`config.mk`:
```
export PLATFORM = sky130hd
export DESIGN_NAME = stepSequencer
export DESIGN_NICKNAME = d
export VERILOG_FILES = /design/src/rtl/drumPkg.sv /design/src/rtl/stepSequencer.sv
export VERILOG_INCLUDE_DIRS = /design/src /design/src/rtl
export SDC_FILE = /design/constraint.sdc
export NUM_CORES = 1
export LEC_CHECK = 0
export BUFFER_PORTS_ARGS = -buffer_cell sky130_fd_sc_hd__buf_2
export CAP_MARGIN = 30
export CORE_MARGIN = 5
export CORE_UTILIZATION = 43
export CTS_CLUSTER_SIZE = 28
export DETAILED_ROUTE_END_ITERATION = 8
export GPL_ROUTABILITY_DRIVEN = 0
export PLACE_DENSITY = 0.79
export SYNTH_ARGS = -nofsm -noshare
export SYNTH_HDL_FRONTEND = slang
export SYNTH_SLANG_ARGS = --single-unit
```
`constraint.sdc`:
```
create_clock -name allValid -period 1.1 [get_ports allValid]
set_input_delay 0.055 -clock allValid [delete_from_list [all_inputs] [get_ports allValid]]
set_output_delay 0.055 -clock allValid [all_outputs]
set_load 0.03 [all_outputs]
```
`src/rtl/drumMesh_consts.svh`:
```
`ifndef DRUMMESH_CONSTS_SVH
`define DRUMMESH_CONSTS_SVH

// membrane grid size in nodes
`define MESH_X 8
`define MESH_Y 8

// displacement format, signed with 17 fraction bits
`define SAMPLE_W 18
`define FRAC_W 17

`define PLUCK_PEAK 32768   // 0.25 in fixed point
`define RHO_MAX 65535      // just under 0.5, explicit scheme limit

// left listening tap, right tap mirrors the column
`define TAP_X 2
`define TAP_Y 3

`endif

```
`src/rtl/drumPkg.sv`:
```
`default_nettype none

`include "drumMesh_consts.svh"

package drumPkg;

  // node displacement
  typedef logic signed [`SAMPLE_W-1:0] sampleT;

  // drum parameters, held as levels at the top
  typedef struct packed {
    sampleT     rho;        // base wave coefficient
    sampleT     eta;        // damping
    logic [2:0] tensionSel; // 0 disables the pitch glide
  } drumCtrlT;

  // stereo tap pair
  typedef struct packed {
    sampleT left;
    sampleT right;
  } stereoT;

  typedef enum logic [1:0] {
    idle,
    pluck,
    run
  } seqStateT;

endpackage

`default_nettype wire

```
`src/rtl/stepSequencer.sv`:
```
`timescale 1ns/100ps
`default_nettype none

module stepSequencer (
  input  wire logic            allValid,
  input  wire logic            rstN,
  input  wire logic            strike,      // one cycle pulse
  input  wire logic            run,         // level
  input  wire drumPkg::stereoT taps,
  output logic                 loadInit,
  output logic                 stepEn,
  output drumPkg::stereoT      sample,
  output logic                 sampleValid
);

  drumPkg::seqStateT state;
  drumPkg::seqStateT stateNext;
  logic              stepped;  // mesh changed last cycle

  always_comb begin
    stateNext = state;
    case (state)
      drumPkg::idle:  if (strike) stateNext = drumPkg::pluck;
      drumPkg::pluck: stateNext = run ? drumPkg::run : drumPkg::idle;
      drumPkg::run: begin
        if (strike) begin
          stateNext = drumPkg::pluck;  // restart the membrane
        end else if (!run) begin
          stateNext = drumPkg::idle;
        end
      end
      default: stateNext = drumPkg::idle;
    endcase
  end

  always_ff @(posedge allValid) begin
    if (!rstN) begin
      state       <= drumPkg::idle;
      loadInit    <= 1'b0;
      stepEn      <= 1'b0;
      stepped     <= 1'b0;
      sampleValid <= 1'b0;
      sample      <= '0;
    end else begin
      state    <= stateNext;
      loadInit <= (state == drumPkg::pluck);  // exactly one cycle per pluck
      // steps only once the load is done, stop at once on drop or restrike
      stepEn   <= (state == drumPkg::run) && (stateNext == drumPkg::run);
      stepped  <= loadInit | stepEn;
      sampleValid <= stepped;
      if (stepped) begin
        sample <= taps;  // taps settled one edge after the mesh update
      end
    end
  end

endmodule

`default_nettype wire

```
==> out/metrics.yaml <==
floorplanning:
  die_area_mm2: 0.00474
  rows: 21
  dieHeight_um: 68.9
  core_area_mm2: 0.00334
  io_pins: 79
  start_util_pct: 44.7
  dieWidth_um: 68.9
synth:
  synth.yosys.seq_area_share_pct: 56.4
  syn_area_mm2: 0.00149
  yosys_most_used_dff: "dfxtp_1"
  yosys.area.top_type: "dfxtp_1"
  ys_seq_elements: 42
  ys_types: 16
  yosysMostFrequentCell: "dfxtp_1"
  synth_warnings: 0
  synth_top_area_share_pct: 56.4
  synthTopCellsByCount: "42 x dfxtp_1, 39 x nor2_1, 36 x mux2i_1, 3 x buf_12"
  synth_area_leaders: "dfxtp_1 56%, mux2i_1 24%, nor2_1 9.8%, buf_12 4.0%, buf_6 0.76%"
  synth_edf_count: 0
  async_reset_ff_share_pct: 0
  synth_fp_nets: 174
  avgSynthCellArea_um2: 11.1
  synthesis.instances: 134
finish:
  nets: 294
  fillerInstances: 247
  multi_input_area_um2: 557
  antenna_cells: 0
  drive_gt1_share_pct: 35.3
  syn2layout_area_growth_pct: 58.1
  regArea_um2: 842
  postLayoutCellArea_mm2: 0.00236
place:
  postPlaceCellArea_mm2: 0.00191
  port_buffers: 78
  hpwl_um: 2470
  post-place-ws_ps: 149
worst_setup_path:
  cp-end-kind: "flop"
  path_buf_inv: 1
  path_cells: "buf_12 > mux2i_1 > nor2_1"
  rr_startpoint: "stepped$_SDFF_PN0_"
  critPathLaunchType: "flop"
  cpLargestDelayFamily: "flip-flops"
  crit_fanout: 21
  startpoint: "stepped$_SDFF_PN0_"
  crit_required_ps: 1340
  arrival_ps: 1230
  worst_path_largest_cell_delay_ps: 390
  slowest_stage: "dfxtp_2"
  crit_type: "flop to flop"
grt:
  grt_pass1_wl_um: 6380
  grtUsageTotal_pct: 18.5
  grt_overflow_total: 0
  grt_max_degree: 22
  antenna_found_initial: 0
  grt_pass1_vias: 1461
min_path:
  hp-start: "taps[26]"
  hold_path.class: "primary input to flop"
power:
  power_mw: 2.72
  power_leakage_nw: 1.08
  p_per_area_mw_per_mm2: 1160
  ir_drop_uv: 777
route:
  postRouteAntennaNets: 0
  first_iter_violations: 62
  via_per_inst: 4.59
  drc: 0
  drtPass1Iterations: 4
  routedWlPerCell_um: 13.7
  via_count: 1383
  wl_um: 4130
sta:
  hold_viol_final: 0
  tightestPinTransition_ps: 189
  setup_tns_ps: 0
  period_minus_slack_ps: 997
  hold_ws_ps: 481
  clock.fmax_ghz: 1.00
  setup_violations: 0
  rsz0062_at_grt: "false"
  setup_ws_ps: 103
  post-route-period-util_pct: 90.6
  max_slew_margin_pct: 87.0
  fin_skew_ps: 8.66
  slew_viol_final: 0
cts:
  path_clk_slew_ps: 110
  postCtsSetupBuffers: 0
  clockRootBuffer: "clkbuf_4"
  cts_tree: "yes"
  htreeDepth: 2
  cts_made_buffers: 5
  ctsResizeCount: 0
  holdBufCountCts: 39
  clock-sinks: 42
  cts_max_path_buffers: 2
  insertion_delay_ps: 340
run_status:
  status: "complete, no violations"
run:
  drv_cap: 0
[final cells by class]
type	instances	area share (%)
clock inverter	1	0.212
clock buffer	7	2.34
tap	46	2.44
sequential	42	35.7
inverter	1	0.159
multi-input combinational	83	23.6
timing repair buffer	121	35.5
[flip-flops by register name, indices dropped and copies added (netlist names)]
signal,cells
stepped,1
sample,36
state,2
stepEn,1
sampleValid,1
loadInit,1
[cells in the final DEF (no fill, tap or decap)]
cell and instances:
clkbuf_8 1, buf_4 2, buf_12 2, dfxtp_1 41
mux2i_1 36, nand2b_1 1, dlygate4sd3_1 39, nand2_1 1
clkinv_2 1, nand3b_1 1, a21oi_1 1, dfxtp_2 1
nor3b_1 1, clkbuf_1 1, nor3_1 1, clkbuf_4 5
and2_1 1, buf_2 78, nor2_1 39, or3b_1 1
inv_1 1
[logic make-up (layout without fill, tap and decap cells)]
family / count (synthesis) / count (layout) / synth area share, %
AND/OR/NAND/NOR: 46 / 46 / 12.8
flip-flops: 42 / 42 / 56.4
multiplexers: 36 / 36 / 24.2
buffers and inverters: 9 / 130 / 6.21
AO/OA/AOI/OAI: 1 / 1 / 0.336
[layer usage]
layer | part of all wire [%] | global-route usage [%] | wire length (µm)
met4 | 3.1 | 8.52 | 129
met3 | 7.1 | 6.65 | 292
met2 | 53 | 35.4 | 2180
met5 | 0 | 0 | 0
met1 | 37 | 17.3 | 1520
[stage by stage]
stage	utilization [%]	cells
after CTS	70.6	301
after global routing	70.6	301
after global placement	57.1	254
after floorplan	-	134
final	70.6	301
after detailed placement	57.1	254
[worst register-to-register path, delay by kind of cell (launching register included)]
| kind | cells | cell delay, ps |
|---|---|---|
| AND/OR/NAND/NOR | 1 | 70 |
| buffers and inverters | 1 | 190 |
| multiplexers | 1 | 260 |
| flip-flops | 1 | 390 |
[power by group]
| part | switching, mW | internal (mW) |
|---|---|---|
| clock | 0.455 | 0.310 |
| combinational | 0.176 | 0.210 |
| sequential | 0.0185 | 1.55 |
[worst paths after layout]
check / slack, ps / depth (start not counted) / to
setup reg to reg: 100 / 3 / sample[6]$_SDFFE_PN0P_
hold reg to reg: 490 / 2 / stepped$_SDFF_PN0_
hold / removal: 480 / 4 / sample[26]$_SDFFE_PN0P_
setup / recovery: 100 / 3 / sample[6]$_SDFFE_PN0P_
No activity file was read; power rests on OpenSTA's default activity.
