## config.mk

```make
export PLATFORM = sky130hd
export DESIGN_NAME = tensionCtrl
export DESIGN_NICKNAME = d
export VERILOG_FILES = /design/src/rtl/drumPkg.sv /design/src/rtl/tensionCtrl.sv
export VERILOG_INCLUDE_DIRS = /design/src /design/src/rtl
export SDC_FILE = /design/constraint.sdc
export NUM_CORES = 1
export LEC_CHECK = 0
export ABC_AREA = 1
export BUFFER_PORTS_ARGS = -buffer_cell sky130_fd_sc_hd__buf_2
export CAP_MARGIN = 20
export CORE_ASPECT_RATIO = 1.75
export CORE_UTILIZATION = 34
export CTS_CLUSTER_DIAMETER = 150
export DETAILED_ROUTE_END_ITERATION = 10
export PLACE_DENSITY = 0.54
export SYNTH_ARGS = -nofsm -noshare
export SYNTH_HDL_FRONTEND = slang
export SYNTH_SLANG_ARGS = --single-unit
```

## constraint.sdc

```tcl
create_clock -name allValid -period 6.8 [get_ports allValid]
set_clock_uncertainty 0.15 [all_clocks]
set_input_delay 0.34 -clock allValid [delete_from_list [all_inputs] [get_ports allValid]]
set_output_delay 0.34 -clock allValid [all_outputs]
set_load 0.02 [all_outputs]
```

## src/rtl/drumMesh_consts.svh

```systemverilog
`ifndef DRUMMESH_CONSTS_SVH
`define DRUMMESH_CONSTS_SVH

// membrane grid size in nodes
`define MESH_X 8
`define MESH_Y 8

// displacement format, signed with 17 fraction bits
`define SAMPLE_W 18
`define FRAC_W 17

`define PLUCK_PEAK 32768   // 0.25 in fixed point
`define RHO_MAX 65535      // just under 0.5, explicit scheme limit

// left listening tap, right tap mirrors the column
`define TAP_X 2
`define TAP_Y 3

`endif

```

## src/rtl/drumPkg.sv

```systemverilog
`default_nettype none

`include "drumMesh_consts.svh"

package drumPkg;

  // node displacement
  typedef logic signed [`SAMPLE_W-1:0] sampleT;

  // drum parameters, held as levels at the top
  typedef struct packed {
    sampleT     rho;        // base wave coefficient
    sampleT     eta;        // damping
    logic [2:0] tensionSel; // 0 disables the pitch glide
  } drumCtrlT;

  // stereo tap pair
  typedef struct packed {
    sampleT left;
    sampleT right;
  } stereoT;

  typedef enum logic [1:0] {
    idle,
    pluck,
    run
  } seqStateT;

endpackage

`default_nettype wire

```

## src/rtl/tensionCtrl.sv

```systemverilog
`timescale 1ns/100ps
`default_nettype none

`include "drumMesh_consts.svh"

module tensionCtrl (
  input  wire logic             allValid,
  input  wire logic             rstN,
  input  wire drumPkg::drumCtrlT ctrl,
  input  wire drumPkg::sampleT  centreU,
  output drumPkg::sampleT       rhoEff   // registered, clamped coefficient
);

  localparam int W = `SAMPLE_W;

  logic signed [W:0]   absU;     // one extra bit, -min fits
  logic [3:0]          shiftAmt;
  logic signed [W:0]   boost;    // amplitude dependent raise
  logic signed [W+1:0] rhoSum;

  always_comb begin
    absU     = centreU[W-1] ? -centreU : centreU;
    shiftAmt = 4'd9 - {1'b0, ctrl.tensionSel}; // sel 1..7 gives 8..2
    if (ctrl.tensionSel == 3'd0) begin
      boost = '0;  // glide off
    end else begin
      boost = absU >>> shiftAmt;
    end
    rhoSum = ctrl.rho + boost;
  end

  always_ff @(posedge allValid) begin
    if (!rstN) begin
      rhoEff <= '0;
    end else if (rhoSum > `RHO_MAX) begin
      // keep the explicit update stable
      rhoEff <= drumPkg::sampleT'(`RHO_MAX);
    end else begin
      rhoEff <= drumPkg::sampleT'(rhoSum);
    end
  end

endmodule

`default_nettype wire
```

==> flow_metrics.py <==
metrics = {
    "power_and_ir_drop": {
        "irDropWorstVdd_mv": 0.132,
        "powerDensity_nw_per_um2": 184,
        "power.leakage_uw": 0.00182,
    },
    "critical_path": {
        "critPathKind": "in2reg",
        "cpMostUsedCell": "nand2_1",
        "path_cells": "buf_2 > inv_1 > ha_1 > clkinv_1 > nand3_1 > nand3_1 > o21ai_0 > ha_1 > fa_1 > nand3_1 > nand3_2 > nand2_1 > nand2_1 > nand2_1 > nand2_1 > nand2_1 > nand2_1 > nand3_2 > o21ai_4 > nand2_1 > nor2_1",
        "crit_family": "simple AND/OR/NAND/NOR gates",
        "cp-end-kind": "register",
        "cp.arrival_ps": 4840,
        "crit_fanout": 22,
        "cp_slowest_cell": "ha_1",
        "worstPathRequired_ps": 6840,
        "cp-start-kind": "input pin",
        "slowest_delay_ps": 750,
        "critPathBufInv": 3,
        "path_depth": 21,
    },
    "timing": {
        "rsz0062_at_grt": "no",
        "slew_violations": 0,
        "clock.fmax_mhz": 208,
        "hold_viol": 0,
        "setup_viol": 0,
        "min_period_ps": 4800,
        "min_period_over_period_pct": 70.6,
        "slew_headroom_pct": 59.2,
        "max_slew.worst_pin.slew_ps": 611,
        "whs_ps": 200,
        "tns_ps": 0,
    },
    "global_routing": {
        "grt_max_degree": 23,
        "antenna_found_initial": 0,
        "first_global_vias": 3344,
        "use_met2_pct": 43.7,
        "use_met1_pct": 17.6,
        "grt_util_all_layers_pct": 19.7,
        "grt-busiest-layer": "met2",
        "grt_pass1_wl_um": 14000,
        "met3_usage_pct": 0.896,
        "gr-total-overflow": 0,
    },
    "min_path": {
        "worstHoldStart": "rstN",
        "whs_path_depth": 3,
        "hold_end": "rhoEff[17]$_SDFF_PP0_",
        "hp-class": "in2reg",
    },
    "synth": {
        "synth_fp_nets": 604,
        "netlist_area_um2": 2840,
        "synth_compound_gate_area_share_pct": 11.8,
        "ys_ff_latch": 18,
        "netlist_instances": 523,
        "synth_fa_ha_area_share_pct": 9.94,
        "synth_cell_types": 33,
        "seq_area_frac_synth_pct": 12.7,
        "synth_mux_area_share_pct": 0,
        "synth_warnings": 0,
        "synth_top_family_by_area": "simple AND/OR/NAND/NOR gates",
        "synth_xor_area_share_pct": 4.62,
        "yosys.area_share.simple_pct": 51.3,
        "avgSynthCellArea_um2": 5.44,
    },
    "die": {
        "coreArea_um2": 8020,
        "design.die.area_um2": 8750,
        "row_count": 43,
        "chipHeight_um": 123,
        "die_w_um": 71.1,
        "start_util_pct": 35.5,
        "io_pins": 77,
    },
    "finish": {
        "nNetsFinal": 652,
        "final_util_pct": 40.8,
        "fillers": 954,
        "fin_area_um2": 3270,
        "syn_to_final_growth_pct": 14.9,
        "top_regs": "rhoEff: 18 flops",
        "drive_gt1_share_pct": 12.1,
        "regMostFlops": "rhoEff",
        "antenna_cells": 0,
        "largest_register_ffs": 18,
    },
    "clock_network": {
        "cts_tree": "yes",
        "clkSlewWorstSetupHoldPaths_ps": 50,
        "htreeDepth": 1,
        "cts_resized": 0,
        "post-cts-setup-buffer-count": 0,
        "clockBufferDepth": 2,
        "root_buffer": "clkbuf_16",
        "clock-sinks": 18,
        "numCtsBuffers": 3,
        "holdBufCountCts": 0,
    },
    "status": {
        "status": "finished with violations",
        "violations": "DRC",
    },
    "placed_design": {
        "finalWeightedCongestion": 0.973,
        "port_buffers": 58,
        "dpl_cell_area_um2": 3180,
        "dp_hpwl_um": 7160,
    },
    "routing": {
        "vias_per_cell": 5.14,
        "ant_nets": 0,
        "drc": 7,
        "drt_iter0_markers": 108,
        "vias": 3391,
        "routed_wl_um": 8170,
        "first_pass_iters": 8,
        "wire_per_inst_um": 12.4,
    },
    "flow_run": {
        "max-cap-violations": 0,
    },
}
[kinds of logic (layout without fill, tap and decap cells)]
family	after synthesis	in the layout
other	1	1
buffers and inverters	69	116
xor gates and xnor gates	15	15
AOI/OAI and AO/OA	62	62
DFF	18	18
and+or+nand+nor	336	336
adders and majority gates	22	22
[layout by cell type, fill, tap and decap left out, types with 3 or more instances in the layout]
master / n
and2_1: 3
nand2_1: 172
nand3_1: 89
nor2_1: 45
clkbuf_16: 3
nor3_1: 6
xnor2_1: 9
buf_2: 58
xor2_1: 6
ha_1: 21
a21oi_1: 38
o21ai_0: 16
nand4_1: 6
nand3b_1: 7
inv_1: 52
dfxtp_1: 18
[report_power, final]
group	internal, uW	total, uW	leakage, uW	switching (uW)
clock	89.4	127	0.0000442	37.6
sequential	127	130	0.000151	3.64
combinational	123	344	0.00162	221
total	339	601	0.00182	262
[routing by layer]
| metal | routed length (um) | part of all wire, % |
|---|---|---|
| met1 | 3020 | 37 |
| met2 | 4740 | 58 |
| met3 | 192 | 2.3 |
| met4 | 216 | 2.6 |
| met5 | 0 | 0 |
[worst max-delay path by stage]
stage	from	end	slack [ps]
2_1_floorplan	ctrl[1]	rhoEff[0]$_SDFF_PN0_	2920
3_3_place_gp	ctrl[1]	rhoEff[16]$_SDFF_PP0_	1790
3_5_place_dp	ctrl[1]	rhoEff[17]$_SDFF_PP0_	1760
4_1_cts	ctrl[1]	rhoEff[17]$_SDFF_PP0_	2000
5_1_grt	ctrl[1]	rhoEff[16]$_SDFF_PP0_	1470
6_report	ctrl[1]	rhoEff[16]$_SDFF_PP0_	2000
[synthesized netlist by cell type (all sizes together)]
library cell / number / share of area (%)
a21oi: 38 / 6.7
nand3: 91 / 16
o21a: 1 / 0.26
xnor2: 9 / 2.8
nand2b: 1 / 0.22
and3: 1 / 0.22
nand4: 6 / 1.3
xor2: 6 / 1.8
inv: 52 / 6.9
ha: 21 / 9.2
o211ai: 2 / 0.53
o21bai: 2 / 0.53
or2: 1 / 0.22
clkinv: 2 / 0.26
and2: 3 / 0.66
nand3b: 7 / 1.8
clkbuf: 8 / 1.1
conb: 1 / 0.13
nor3: 7 / 1.4
dfxtp: 18 / 13
nand2: 174 / 23
buf: 7 / 1.3
nor2: 45 / 5.9
o21ai: 18 / 3.6
a31oi: 1 / 0.22
fa: 1 / 0.70
[final cells by class]
cell class              instances  area, um2  share of cell area [%]
multi-input cells             436       2210                    67.7
repair buffers                 58        290                    8.88
well taps                      90        113                    3.45
flip-flops and latches         18        360                    11.0
inverters                      54        203                    6.20
clock buffers                   4       88.8                    2.72
[stage by stage]
stage / total power, uW / cells / setup WS [ps]
after floorplan: 392 / 523 / 2920
after global placement: 474 / 656 / 1790
after detailed placement: 476 / 656 / 1760
after CTS: 603 / 660 / 2000
after global routing: 655 / 660 / 1470
final: 601 / 660 / 2000
No activity file was read; power rests on OpenSTA's default activity.
